File: src/hw/gomoku_pkg.sv
// gomoku evaluator types, board geometry and default pattern weights, referenced by scoped name
`default_nettype none

package gomoku_pkg;

    // board edge and padded line geometry
    localparam int BOARD_SIZE = 15;
    localparam int BOARD_CELLS = BOARD_SIZE * BOARD_SIZE;
    localparam int LINE_CELLS = BOARD_SIZE + 2;

    // rows, columns and both diagonal directions
    localparam int DIAG_COUNT = 2 * BOARD_SIZE - 1;
    localparam int LINE_COUNT = 2 * BOARD_SIZE + 2 * DIAG_COUNT;

    typedef enum logic [1:0] {
        CELL_BLACK  = 2'd0,
        CELL_WHITE  = 2'd1,
        CELL_EMPTY  = 2'd2,
        // only used to pad lines, never stored on the board
        CELL_BORDER = 2'd3
    } cell_t;

    // row-major, index 0 is the top-left cell
    typedef cell_t [BOARD_CELLS-1:0] board_t;

    // position 0 and LINE_CELLS-1 are always border
    typedef cell_t [LINE_CELLS-1:0] line_t;

    typedef enum logic [1:0] {
        DIR_ROW,
        DIR_COL,
        DIR_DIAG_DOWN_RIGHT,
        DIR_DIAG_DOWN_LEFT
    } dir_t;

    typedef logic [4:0] line_idx_t;

    typedef logic signed [31:0] score_t;

    // default weights per pattern class
    localparam score_t DEF_W_FIVE         = 32'sd1_000_000;
    localparam score_t DEF_W_OPEN_FOUR    = 32'sd100_000;
    localparam score_t DEF_W_BLOCKED_FOUR = 32'sd10_000;
    localparam score_t DEF_W_OPEN_THREE   = 32'sd1_000;

endpackage

`default_nettype wire

File: src/hw/score_if.sv
// per-line black and white scores passed from the pattern matcher to the accumulator
`timescale 1ns/1ps
`default_nettype none

interface score_if;

    logic               valid;
    logic               last;
    gomoku_pkg::score_t black_score;
    gomoku_pkg::score_t white_score;

    modport matcher_mp (
        output valid, last, black_score, white_score
    );

    modport accum_mp (
        input valid, last, black_score, white_score
    );

endinterface

`default_nettype wire

File: src/hw/board_evaluator_top.sv
// gomoku position evaluator top level, connects the sequencer to the line scoring pipeline
`timescale 1ns/1ps
`default_nettype none

module board_evaluator_top #(
    parameter gomoku_pkg::score_t W_FIVE         = gomoku_pkg::DEF_W_FIVE,
    parameter gomoku_pkg::score_t W_OPEN_FOUR    = gomoku_pkg::DEF_W_OPEN_FOUR,
    parameter gomoku_pkg::score_t W_BLOCKED_FOUR = gomoku_pkg::DEF_W_BLOCKED_FOUR,
    parameter gomoku_pkg::score_t W_OPEN_THREE   = gomoku_pkg::DEF_W_OPEN_THREE
) (
    input  wire logic                i_clk,
    input  wire logic                i_rst_n,
    input  wire logic                start_i,
    input  wire gomoku_pkg::board_t  board_i,
    input  wire logic                turn_i,
    output logic                     busy_o,
    output logic                     done_o,
    output gomoku_pkg::score_t       score_o
);

    logic                  load;
    logic                  issue;
    gomoku_pkg::dir_t      dir;
    gomoku_pkg::line_idx_t idx;
    logic                  last;
    logic                  side;
    logic                  line_valid;
    logic                  line_last;
    gomoku_pkg::line_t     line;

    score_if sif ();

    scan_controller u_ctrl (
        .i_clk   (i_clk),
        .i_rst_n (i_rst_n),
        .start_i (start_i),
        .turn_i  (turn_i),
        .done_i  (done_o),
        .busy_o  (busy_o),
        .load_o  (load),
        .issue_o (issue),
        .dir_o   (dir),
        .idx_o   (idx),
        .last_o  (last),
        .side_o  (side)
    );

    board_line_reader u_reader (
        .i_clk        (i_clk),
        .i_rst_n      (i_rst_n),
        .board_i      (board_i),
        .load_i       (load),
        .issue_i      (issue),
        .dir_i        (dir),
        .idx_i        (idx),
        .last_i       (last),
        .line_valid_o (line_valid),
        .line_last_o  (line_last),
        .line_o       (line)
    );

    line_pattern_matcher #(
        .W_FIVE         (W_FIVE),
        .W_OPEN_FOUR    (W_OPEN_FOUR),
        .W_BLOCKED_FOUR (W_BLOCKED_FOUR),
        .W_OPEN_THREE   (W_OPEN_THREE)
    ) u_match (
        .i_clk        (i_clk),
        .i_rst_n      (i_rst_n),
        .line_valid_i (line_valid),
        .line_last_i  (line_last),
        .line_i       (line),
        .sif          (sif.matcher_mp)
    );

    score_accumulator u_accum (
        .i_clk   (i_clk),
        .i_rst_n (i_rst_n),
        .load_i  (load),
        .side_i  (side),
        .sif     (sif.accum_mp),
        .done_o  (done_o),
        .score_o (score_o)
    );

endmodule

`default_nettype wire

File: src/hw/board_line_reader.sv
// board capture and line extraction, one border-padded line per cycle for a direction and index
`timescale 1ns/1ps
`default_nettype none

module board_line_reader (
    input  wire logic                  i_clk,
    input  wire logic                  i_rst_n,
    input  wire gomoku_pkg::board_t    board_i,
    input  wire logic                  load_i,
    input  wire logic                  issue_i,
    input  wire gomoku_pkg::dir_t      dir_i,
    input  wire gomoku_pkg::line_idx_t idx_i,
    input  wire logic                  last_i,
    output logic                       line_valid_o,
    output logic                       line_last_o,
    output gomoku_pkg::line_t          line_o
);

    localparam int N = gomoku_pkg::BOARD_SIZE;

    gomoku_pkg::board_t board_r;
    gomoku_pkg::line_t  line_d;

    always_ff @(posedge i_clk) begin
        if (load_i) begin
            board_r <= board_i;
        end
    end

    always_comb begin
        int d;
        int r0;
        int c0;
        int r;
        int c;
        int k;

        d  = int'(idx_i);
        r0 = 0;
        c0 = 0;
        r  = 0;
        c  = 0;
        // start cell of the diagonal
        case (dir_i)
            gomoku_pkg::DIR_DIAG_DOWN_RIGHT: begin
                r0 = (d < N - 1) ? (N - 1 - d) : 0;
                c0 = (d > N - 1) ? (d - (N - 1)) : 0;
            end
            gomoku_pkg::DIR_DIAG_DOWN_LEFT: begin
                r0 = (d > N - 1) ? (d - (N - 1)) : 0;
                c0 = (d < N - 1) ? d : (N - 1);
            end
            default: begin
                r0 = 0;
                c0 = 0;
            end
        endcase

        for (int p = 0; p < gomoku_pkg::LINE_CELLS; p++) begin
            k = p - 1;
            case (dir_i)
                gomoku_pkg::DIR_ROW: begin
                    r = d;
                    c = k;
                end
                gomoku_pkg::DIR_COL: begin
                    r = k;
                    c = d;
                end
                gomoku_pkg::DIR_DIAG_DOWN_RIGHT: begin
                    r = r0 + k;
                    c = c0 + k;
                end
                default: begin
                    r = r0 + k;
                    c = c0 - k;
                end
            endcase
            // end cells and anything off the board read as border
            if (p == 0 || p == gomoku_pkg::LINE_CELLS - 1 || r < 0 || r > N - 1 ||
                c < 0 || c > N - 1) begin
                line_d[p] = gomoku_pkg::CELL_BORDER;
            end else begin
                line_d[p] = board_r[r * N + c];
            end
        end
    end

    always_ff @(posedge i_clk) begin
        if (!i_rst_n) begin
            line_valid_o <= 1'b0;
            line_last_o  <= 1'b0;
        end else begin
            line_valid_o <= issue_i;
            line_last_o  <= issue_i && last_i;
        end
    end

    always_ff @(posedge i_clk) begin
        line_o <= line_d;
    end

endmodule

`default_nettype wire

File: src/hw/line_pattern_matcher.sv
// window pattern matcher producing weighted black and white scores for one line per cycle
`timescale 1ns/1ps
`default_nettype none

module line_pattern_matcher #(
    parameter gomoku_pkg::score_t W_FIVE         = gomoku_pkg::DEF_W_FIVE,
    parameter gomoku_pkg::score_t W_OPEN_FOUR    = gomoku_pkg::DEF_W_OPEN_FOUR,
    parameter gomoku_pkg::score_t W_BLOCKED_FOUR = gomoku_pkg::DEF_W_BLOCKED_FOUR,
    parameter gomoku_pkg::score_t W_OPEN_THREE   = gomoku_pkg::DEF_W_OPEN_THREE
) (
    input  wire logic               i_clk,
    input  wire logic               i_rst_n,
    input  wire logic               line_valid_i,
    input  wire logic               line_last_i,
    input  wire gomoku_pkg::line_t  line_i,
    score_if.matcher_mp             sif
);

    localparam int L = gomoku_pkg::LINE_CELLS;

    // opponent stone or the padding both close off a four
    function automatic logic is_blocker(
        input gomoku_pkg::cell_t cv,
        input gomoku_pkg::cell_t o
    );
        return (cv == o) || (cv == gomoku_pkg::CELL_BORDER);
    endfunction

    function automatic gomoku_pkg::score_t colour_score(
        input gomoku_pkg::line_t ln,
        input gomoku_pkg::cell_t c,
        input gomoku_pkg::cell_t o
    );
        gomoku_pkg::score_t sum;
        logic               mid_three;
        logic               mid_four;
        logic               head_empty;
        logic               tail_empty;

        sum = '0;
        // five-cell windows
        for (int s = 0; s + 5 <= L; s++) begin
            mid_three  = (ln[s+1] == c) && (ln[s+2] == c) && (ln[s+3] == c);
            head_empty = (ln[s] == gomoku_pkg::CELL_EMPTY);
            tail_empty = (ln[s+4] == gomoku_pkg::CELL_EMPTY);
            if (mid_three && ln[s] == c && ln[s+4] == c) begin
                sum = sum + W_FIVE;
            end
            if (mid_three && head_empty && tail_empty) begin
                sum = sum + W_OPEN_THREE;
            end
        end
        // six-cell windows
        for (int s = 0; s + 6 <= L; s++) begin
            mid_four   = (ln[s+1] == c) && (ln[s+2] == c) && (ln[s+3] == c) &&
                         (ln[s+4] == c);
            head_empty = (ln[s] == gomoku_pkg::CELL_EMPTY);
            tail_empty = (ln[s+5] == gomoku_pkg::CELL_EMPTY);
            if (mid_four && head_empty && tail_empty) begin
                sum = sum + W_OPEN_FOUR;
            end
            if (mid_four && ((head_empty && is_blocker(ln[s+5], o)) ||
                             (tail_empty && is_blocker(ln[s], o)))) begin
                sum = sum + W_BLOCKED_FOUR;
            end
        end
        return sum;
    endfunction

    always_ff @(posedge i_clk) begin
        if (!i_rst_n) begin
            sif.valid <= 1'b0;
            sif.last  <= 1'b0;
        end else begin
            sif.valid <= line_valid_i;
            sif.last  <= line_valid_i && line_last_i;
        end
    end

    always_ff @(posedge i_clk) begin
        sif.black_score <= colour_score(line_i, gomoku_pkg::CELL_BLACK, gomoku_pkg::CELL_WHITE);
        sif.white_score <= colour_score(line_i, gomoku_pkg::CELL_WHITE, gomoku_pkg::CELL_BLACK);
    end

endmodule

`default_nettype wire

File: src/hw/scan_controller.sv
// evaluation sequencer: accepts start, latches side to move and walks every line of the board
`timescale 1ns/1ps
`default_nettype none

module scan_controller (
    input  wire logic                  i_clk,
    input  wire logic                  i_rst_n,
    input  wire logic                  start_i,
    input  wire logic                  turn_i,
    input  wire logic                  done_i,
    output logic                       busy_o,
    output logic                       load_o,
    output logic                       issue_o,
    output gomoku_pkg::dir_t           dir_o,
    output gomoku_pkg::line_idx_t      idx_o,
    output logic                       last_o,
    output logic                       side_o
);

    typedef enum logic [1:0] {
        S_IDLE,
        S_SCAN,
        S_DRAIN
    } state_t;

    state_t                state_r;
    logic                  accept;
    gomoku_pkg::line_idx_t idx_max;

    // busy drops together with done so a start on the done cycle is taken
    assign busy_o  = (state_r != S_IDLE) && !done_i;
    assign accept  = start_i && !busy_o;
    assign load_o  = accept;
    assign issue_o = (state_r == S_SCAN);

    assign idx_max = (dir_o == gomoku_pkg::DIR_ROW || dir_o == gomoku_pkg::DIR_COL) ?
                     5'(gomoku_pkg::BOARD_SIZE - 1) : 5'(gomoku_pkg::DIAG_COUNT - 1);

    assign last_o = issue_o && (dir_o == gomoku_pkg::DIR_DIAG_DOWN_LEFT) && (idx_o == idx_max);

    always_ff @(posedge i_clk) begin
        if (!i_rst_n) begin
            state_r <= S_IDLE;
            dir_o   <= gomoku_pkg::DIR_ROW;
            idx_o   <= '0;
            side_o  <= 1'b0;
        end else if (accept) begin
            state_r <= S_SCAN;
            dir_o   <= gomoku_pkg::DIR_ROW;
            idx_o   <= '0;
            side_o  <= turn_i;
        end else begin
            case (state_r)
                S_SCAN: begin
                    if (idx_o == idx_max) begin
                        idx_o <= '0;
                        if (last_o) begin
                            state_r <= S_DRAIN;
                        end else begin
                            dir_o <= gomoku_pkg::dir_t'(dir_o + 2'd1);
                        end
                    end else begin
                        idx_o <= idx_o + 5'd1;
                    end
                end
                // wait for the pipeline to empty
                S_DRAIN: begin
                    if (done_i) begin
                        state_r <= S_IDLE;
                    end
                end
                default: state_r <= S_IDLE;
            endcase
        end
    end

endmodule

`default_nettype wire

File: src/hw/score_accumulator.sv
// running black and white totals, final side-to-move score and the done pulse
`timescale 1ns/1ps
`default_nettype none

module score_accumulator (
    input  wire logic           i_clk,
    input  wire logic           i_rst_n,
    input  wire logic           load_i,
    input  wire logic           side_i,
    score_if.accum_mp           sif,
    output logic                done_o,
    output gomoku_pkg::score_t  score_o
);

    gomoku_pkg::score_t black_tot_r;
    gomoku_pkg::score_t white_tot_r;
    logic               last_seen_r;

    always_ff @(posedge i_clk) begin
        if (load_i) begin
            black_tot_r <= '0;
            white_tot_r <= '0;
        end else if (sif.valid) begin
            black_tot_r <= black_tot_r + sif.black_score;
            white_tot_r <= white_tot_r + sif.white_score;
        end
    end

    // totals are complete one cycle after the last line lands
    always_ff @(posedge i_clk) begin
        if (!i_rst_n) begin
            last_seen_r <= 1'b0;
            done_o      <= 1'b0;
            score_o     <= '0;
        end else begin
            last_seen_r <= sif.valid && sif.last;
            done_o      <= last_seen_r;
            if (last_seen_r) begin
                score_o <= side_i ? (white_tot_r - black_tot_r) : (black_tot_r - white_tot_r);
            end
        end
    end

endmodule

`default_nettype wire

File: config.mk
export PLATFORM = sky130hd
export DESIGN_NAME = board_evaluator_top
export DESIGN_NICKNAME = d
export VERILOG_FILES = /design/src/hw/gomoku_pkg.sv /design/src/hw/score_if.sv /design/src/hw/board_evaluator_top.sv /design/src/hw/board_line_reader.sv /design/src/hw/line_pattern_matcher.sv /design/src/hw/scan_controller.sv /design/src/hw/score_accumulator.sv
export SDC_FILE = /design/constraint.sdc
export NUM_CORES = 2
export LEC_CHECK = 0
export BUFFER_PORTS_ARGS = -buffer_cell sky130_fd_sc_hd__buf_2
export CAP_MARGIN = 20
export CORE_AREA = 2 2 482 484
export DETAILED_ROUTE_END_ITERATION = 10
export DIE_AREA = 0 0 484 486
export PLACE_DENSITY = 0.72
export SYNTH_ARGS = -nofsm -noshare
export SYNTH_HDL_FRONTEND = slang
export SYNTH_HIERARCHICAL = 1
export SYNTH_SLANG_ARGS = --single-unit
export TNS_END_PERCENT = 50
File: constraint.sdc
create_clock -name i_clk -period 62.5 [get_ports i_clk]
set_input_delay 18.75 -clock i_clk [delete_from_list [all_inputs] [get_ports i_clk]]
set_output_delay 18.75 -clock i_clk [all_outputs]
set_load 0.05 [all_outputs]
# Yosys cells after proc, flatten, opt, wreduce, memory -nomap -nowiden
# Cells that the tools add are included.
# totals
regBits	656
in_bits	454
output_inout_bits	34
word_cells	1124
# classes
add_sub_neg	151
mul	15
order_cmp	77
eq_ne	57
n_mux	176
n_bitwise	2
reduce_logical	390
# ops
op	count
two-way mux 32 bit	89
case mux 32 bit (3 select lines)	14
case mux 32 bit (2 select lines)	18
greater-than comparator 32 x 5 -> 1 bit (second input constant)	30
less-than comparator 32 x 1 -> 1 bit (second input constant)	30
adder 32 x 15 -> 32 bit (second input constant)	24
adder 32 x 11 -> 32 bit (second input constant)	20
adder 32 x 18 -> 32 bit (second input constant)	20
adder 32 x 21 -> 32 bit (second input constant)	20
adder 32 bit	17
less-than comparator 32 x 10 -> 1 bit (second input constant)	15
multiplier 32 x 5 -> 32 bit (second input constant)	15
adder 32 x 5 -> 32 bit (second input constant)	14
logical AND 1 bit	271
adder 32 x 4 -> 32 bit (second input constant)	8
binary-select mux 2 bit (select 8 bit)	15
subtractor 32 x 5 -> 32 bit (second input constant)	7
adder 32 x 3 -> 32 bit (second input constant)	4
subtractor 32 x 4 -> 32 bit (second input constant)	4
logical OR 1 bit	96
== test 2 bit (second input constant)	33
two-way mux 2 bit	33
adder 32 x 2 -> 32 bit (second input constant)	2
subtractor 32 x 3 -> 32 bit (second input constant)	2
25 further kinds	67

# Depth between registers and ports, before layout
# logic_depth
ltp_word	92
depth_mapped	113
ltp_nobuf	112

# Modules after synthesis
# The synthesis kept the hierarchy.
# by_module_without_submodules
mod	instances	cells_per_inst	area_per_inst_um2	seq_area_each_um2
board_line_reader	1	5292	58926.5	14153.6
line_pattern_matcher	1	8094	56701.9	1201.2
score_accumulator	1	1299	9980.8	1961.9
scan_controller	1	64	559.3	200.2

# Worst setup path after synthesis
# No wires, ideal clock.
# synth_timing
path_type	input-to-reg
start	in start_i
end	reg u_accum.black_tot_r[1]
setup_time_ps	128
t_arrival_ps	29687
required_time_ps	62372
path_slack_ps	32685
path_stages	6
path_buffers	3
cell_sequence	nand2_1 > inv_1 > clkbuf_8 > clkbuf_1 > clkbuf_1 > nor2_1
# synth_between
elab_chain_len	1
# synth_lines
item	line_no	text
from (decl)	board_evaluator_top.sv:13	input wire logic start_i,
logical AND 1 bit	scan_controller.sv:32	assign accept = start_i && !busy_o;
via load	board_evaluator_top.sv:21	logic load;
to (signal assigned)	score_accumulator.sv:24	black_tot_r <= black_tot_r + sif.black_score;
to (decl)	score_accumulator.sv:15	gomoku_pkg::score_t black_tot_r;
# The timed path passes the listed nets, and every way through them passes these cells.
# A chain may end at the register's enable or synchronous reset.

# Worst setup path after layout
# layout_timing
start	reg u_reader/line_o[11] (netlist name)
end	reg u_match.sif.white_score[28]
# layout_between
elab_chain_len	89
word_cells_on_any_way	138
classes_between	43 x add/sub; 3 x eq/ne; 44 x mux; 48 x reduce/logical
# layout_lines
item	line_no	text
from (decl)	board_line_reader.sv:16	output gomoku_pkg::line_t line_o
from (signal assigned)	board_line_reader.sv:100	line_o <= line_d;
== test 2 x 1 -> 1 bit	-	
logical AND 1 bit	line_pattern_matcher.sv:46	if (mid_three && ln[s] == c && ln[s+4] == c) begin
two-way mux 20 bit	line_pattern_matcher.sv:46	
adder 20 x 10 -> 21 bit	line_pattern_matcher.sv:50	sum = sum + W_OPEN_THREE;
two-way mux 32 bit	line_pattern_matcher.sv:49	if (mid_three && head_empty && tail_empty) begin
adder 32 x 21 -> 32 bit	line_pattern_matcher.sv:47	sum = sum + W_FIVE;
two-way mux 32 bit	line_pattern_matcher.sv:46	
adder 32 x 11 -> 32 bit	line_pattern_matcher.sv:50	
[73 not listed]	-	
adder 32 x 15 -> 32 bit	line_pattern_matcher.sv:64	sum = sum + W_BLOCKED_FOUR;
two-way mux 32 bit (*)	line_pattern_matcher.sv:62	if (mid_four && ((head_empty && is_blocker(ln[s+5], o)) ||
adder 32 x 18 -> 32 bit	line_pattern_matcher.sv:60	sum = sum + W_OPEN_FOUR;
two-way mux 32 bit (*)	line_pattern_matcher.sv:59	if (mid_four && head_empty && tail_empty) begin
adder 32 x 15 -> 32 bit	line_pattern_matcher.sv:64	
two-way mux 32 bit (*)	line_pattern_matcher.sv:62	
adder 32 x 15 -> 32 bit	line_pattern_matcher.sv:64	
two-way mux 32 bit (*)	line_pattern_matcher.sv:62	
to (signal assigned)	line_pattern_matcher.sv:82	sif.white_score <= colour_score(line_i, gomoku_pkg::CELL_WHITE, gomoku_pkg::CELL_BLACK);
to (decl)	score_if.sv:13	output valid, last, black_score, white_score
# Every way passes the cells marked *; elsewhere a longest branch is shown, timed or not.

==> impl_summary.log <==
INFO  metric comb_power_share = 0.512
INFO  metric worst_r2r_path_depth = between 90 and 100
INFO  metric area_growth = 6.33%
INFO  metric cts_made_buffers = 74
INFO  metric timing.rr.end = u_match/sif.white_score[28]
INFO  metric detailroute.via_count = about 120k
INFO  metric layout_cells_sized_above_1 = 0.135
INFO  metric register_area = roughly 0.018 mm2
INFO  metric die_width = 484 um
INFO  metric yosys_warnings = 6
INFO  metric final_core_utilization = 0.585
INFO  metric synthesis.area = about 0.13 mm2
INFO  metric timing.hold.worst.start = u_reader/line_last_o
INFO  metric finClkSkew = roughly 0.087 ns
INFO  metric post_cts_resize_count = 0
INFO  metric sequentialPowerShare = 0.266
INFO  metric std_cell_rows = about 180
INFO  metric largest_net_degree_at_the_start_of_global_routing = between 150 and 200
INFO  metric pwr_density_cell = around 15 mW/mm2
INFO  metric hold_depth = 1
INFO  metric rr_startpoint = u_reader/line_o[11]
INFO  metric timing.setup.critical_path_class = reg -> reg
INFO  metric post_synthesis_cell_count = between 10,000 and 15,000
INFO  metric critical-path-max-stage-delay = around 0.7 ns
INFO  metric global_route.overflow_total = 0
INFO  metric final.setup.tns = 0 ns
INFO  metric firstDrtPassIters = 8
INFO  metric power.ir.vdd_worst = between 0.00002 and 0.00003 V
INFO  metric yosys.cell_types.count = about 150
INFO  metric switching_power_total = ~900 uW
INFO  metric number_of_failing_setup_endpoints_in_the_final_timing_report = 0
INFO  metric arrival = between 20 and 30 ns
INFO  metric final_design_area_no_fill = ~0.13 mm2
INFO  metric drt_iter0_drc = roughly 14,000
INFO  metric floorplan.io_pins = approximately 490
INFO  metric cts.hold.buffers_added = 0
INFO  metric failing_checks = max-slew violations
INFO  metric synth_seq_cells = 650
INFO  metric avg_synthesized_cell_area = around 8.6 um2
INFO  metric ant_nets = 0
INFO  metric wire_length_of_the_first_global_routing_pass = about 750 mm
INFO  metric route.detailed.drc = 0
INFO  metric die_height = ~500 um
INFO  metric sw_frac_of_total = 0.450
INFO  metric worst_slew_margin_rel = -0.528
INFO  metric fillerInstances = 21,100
INFO  metric initial_core_util = 0.550
INFO  metric worst_path_max_delay_cell = sky130_fd_sc_hd__or4b_2
INFO  metric coreArea = roughly 0.23 mm2
INFO  metric max_cap_viol_count = 0
INFO  metric cts.clk_slew.worst_paths = approximately 0.060 ns
INFO  metric cell_internal_pwr = around 1100 uW
INFO  metric power.static_leakage = 0.0541 uW
INFO  metric cts.sink_count = 650
INFO  metric overall_global_routing_resource_usage = 0.420
INFO  metric postCtsSetupRepairBufs = 0
INFO  metric detail_route.wl_per_cell = roughly 28 um
INFO  metric final_nets = 16,300
INFO  metric hold_viol = 0
INFO  metric synth.yosys.seq_area_share = 0.139
INFO  metric htreeDepth = 3
INFO  metric die_outline_area = 0.235 mm2
INFO  metric synth_edf_count = 450
INFO  metric clkPwrFrac = 0.222
INFO  metric timing.critical_path.to_type = register
INFO  metric timing.fmax = about 38 MHz
INFO  metric holdPathEnd = u_match/sif.last
INFO  metric dp_hpwl = approximately 420 mm
INFO  metric cp.required = between 60 and 70 ns
INFO  metric synth_top_flop_cell = sky130_fd_sc_hd__edfxtp_1
INFO  metric worst-path-max-fanout = 15
INFO  metric layout_commonest_cell = sky130_fd_sc_hd__nand2_1
INFO  metric holdCritPathClass = reg -> reg
INFO  metric cts_tree = built
INFO  metric crit_start = u_reader/line_o[11]
INFO  metric dpl_cell_area = 0.132 mm2
INFO  metric globalplace.congestion = ~1.1
INFO  metric maxSlewViolCount = 20
INFO  metric ff2ff_setup_slack = 36.42 ns
INFO  metric routed_wl = 511 mm
INFO  metric antenna_found_initial = 20
INFO  metric worst_skew_pair.late_latency = roughly 0.8 ns
INFO  metric synthArstFlopShare = 0
INFO  metric placement.io_buffers = ~490
INFO  metric worst_path_most_repeated_cell = sky130_fd_sc_hd__xnor2_1
INFO  metric route.detailed.vias_per_inst = ~7
INFO  metric clock_tree.root_cell = sky130_fd_sc_hd__clkbuf_16
INFO  metric cp_launch_type = register
INFO  metric unrepaired_setup_endpoints_after_global_routing = false
INFO  metric grt_pass1_vias = roughly 110k
INFO  metric multi_input_comb_area = roughly 0.10 mm2
INFO  metric cts_max_path_buffers = 3
INFO  metric outcome = complete, but fails checks
INFO  metric final_min_period_over_clock_period = 0.417
INFO  metric most-common-layout-cells = 1,326 x sky130_fd_sc_hd__nand2_1, 1,084 x sky130_fd_sc_hd__nor2_1, 1,021 x sky130_fd_sc_hd__xnor2_1, 715 x sky130_fd_sc_hd__inv_1, 669 x sky130_fd_sc_hd__a21oi_1
INFO  metric fin_crit_period = around 26 ns
INFO  metric max_slew.worst_pin.slew = around 2.3 ns
worst max-delay path, delay by kind of cell (launching register included):
kind	cells	cell delay [ns]
multiplexers	1	0.10
adder cells (fa/ha/maj)	10	3.41
XOR/XNOR	31	9.40
flip-flops	1	0.33
AND/OR/NAND/NOR	30	7.12
AO/OA/AOI/OAI	19	5.34
buffers and inverters	2	0.16
state kept, by name (all words and copies together), names as in the netlist, 2 cells and up:
name,flops
u_match/sif.white_score,29
u_reader/board_r,450
u_accum/score_o,32
u_ctrl/idx_o,5
u_ctrl/dir_o,2
u_accum/white_tot_r,32
u_match/sif.black_score,29
u_accum/black_tot_r,32
u_reader/line_o,30
u_ctrl/state_r,2
per-layer routing:
| layer | wire (um) | GRT usage | vias up | part of all wire |
|---|---|---|---|---|
| met4 | 47600 | 0.316 | 8 | 0.093 |
| li1 | - | - | 55400 | - |
| met5 | 54 | 0 | - | 0.00011 |
| met1 | 191000 | 0.506 | 58800 | 0.37 |
| met3 | 49200 | 0.0978 | 1666 | 0.096 |
| met2 | 223000 | 0.655 | 6641 | 0.44 |
stage by stage:
step           total power (uW)  setup WS (ns)  instances  hold WS [ns]
2_1_floorplan              1150          32.69      14800         0.421
3_3_place_gp               1500          37.39      17800         0.441
3_5_place_dp               1500          36.83      17800         0.449
4_1_cts                    1950          36.73      18000         0.463
5_1_grt                    2050          34.07      18000         0.487
6_report                   1990          36.42      18000         0.463
power by group through the flow:
stage,sequential [uW],clock [uW],combinational (uW)
2_1_floorplan,528,0,623
3_3_place_gp,537,0,967
3_5_place_dp,538,0,967
4_1_cts,529,449,971
5_1_grt,532,466,1050
6_report,531,442,1020
cells in the mapped netlist (139+ instances only):
library cell / number / share of area
sky130_fd_sc_hd__nand2_1: 1327 / 0.039
sky130_fd_sc_hd__nor2_1: 1090 / 0.032
sky130_fd_sc_hd__xnor2_1: 1023 / 0.071
sky130_fd_sc_hd__inv_1: 718 / 0.021
sky130_fd_sc_hd__a21oi_1: 671 / 0.027
sky130_fd_sc_hd__mux2i_1: 642 / 0.051
sky130_fd_sc_hd__ha_1: 640 / 0.063
sky130_fd_sc_hd__o21ai_0: 535 / 0.021
sky130_fd_sc_hd__nand3_1: 508 / 0.020
sky130_fd_sc_hd__xor2_1: 461 / 0.032
sky130_fd_sc_hd__edfxtp_1: 450 / 0.11
sky130_fd_sc_hd__clkbuf_1: 427 / 0.013
sky130_fd_sc_hd__mux4_2: 413 / 0.074
sky130_fd_sc_hd__nor3_1: 362 / 0.014
sky130_fd_sc_hd__mux2_2: 329 / 0.029
sky130_fd_sc_hd__fa_1: 314 / 0.050
sky130_fd_sc_hd__and2_1: 237 / 0.012
sky130_fd_sc_hd__and3_1: 231 / 0.011
sky130_fd_sc_hd__a21o_1: 210 / 0.012
sky130_fd_sc_hd__dfxtp_1: 200 / 0.032
sky130_fd_sc_hd__a22oi_1: 186 / 0.011
sky130_fd_sc_hd__nand2b_1: 179 / 0.0089
sky130_fd_sc_hd__nand4_1: 170 / 0.0084
sky130_fd_sc_hd__a31oi_1: 168 / 0.0083
sky130_fd_sc_hd__nor4_1: 163 / 0.0081
sky130_fd_sc_hd__a211oi_1: 157 / 0.0093
sky130_fd_sc_hd__xnor3_1: 146 / 0.026
sky130_fd_sc_hd__or3_1: 145 / 0.0072
sky130_fd_sc_hd__nor2b_1: 139 / 0.0069
how the worst max path moves through the flow:
stage	slack, ns	cells past startpoint	endpoint
2_1_floorplan	32.69	6	u_accum/black_tot_r[1]
3_3_place_gp	37.39	92	u_match/sif.white_score[28]
3_5_place_dp	36.83	94	u_match/sif.white_score[28]
4_1_cts	36.73	94	u_match/sif.white_score[28]
5_1_grt	34.07	87	u_match/sif.white_score[30]
6_report	36.42	93	u_match/sif.white_score[28]
final cells by class:
class                           instances  area share
Antenna cell                           20    0.000373
Clock buffer                           86      0.0143
Clock inverter                         46     0.00382
Inverter                              737      0.0207
Multi-Input combinational cell      12700       0.770
Sequential cell                       650       0.131
Tap cell                             3026      0.0282
Timing Repair Buffer                  726      0.0321
cell families (layout without fill, tap and decap cells):
logic type / count (synthesis) / after routing / synth area share
simple gates: 5116 / 5116 / 0.205
xor+xnor: 1759 / 1759 / 0.150
other cells: 2 / 36 / 0.0000595
fa+ha+maj: 980 / 980 / 0.115
buf+inv: 1400 / 1595 / 0.0456
compound gates: 3449 / 3449 / 0.190
mux: 1393 / 1393 / 0.155
flops: 650 / 650 / 0.139
No activity file was read; power rests on OpenSTA's default activity.
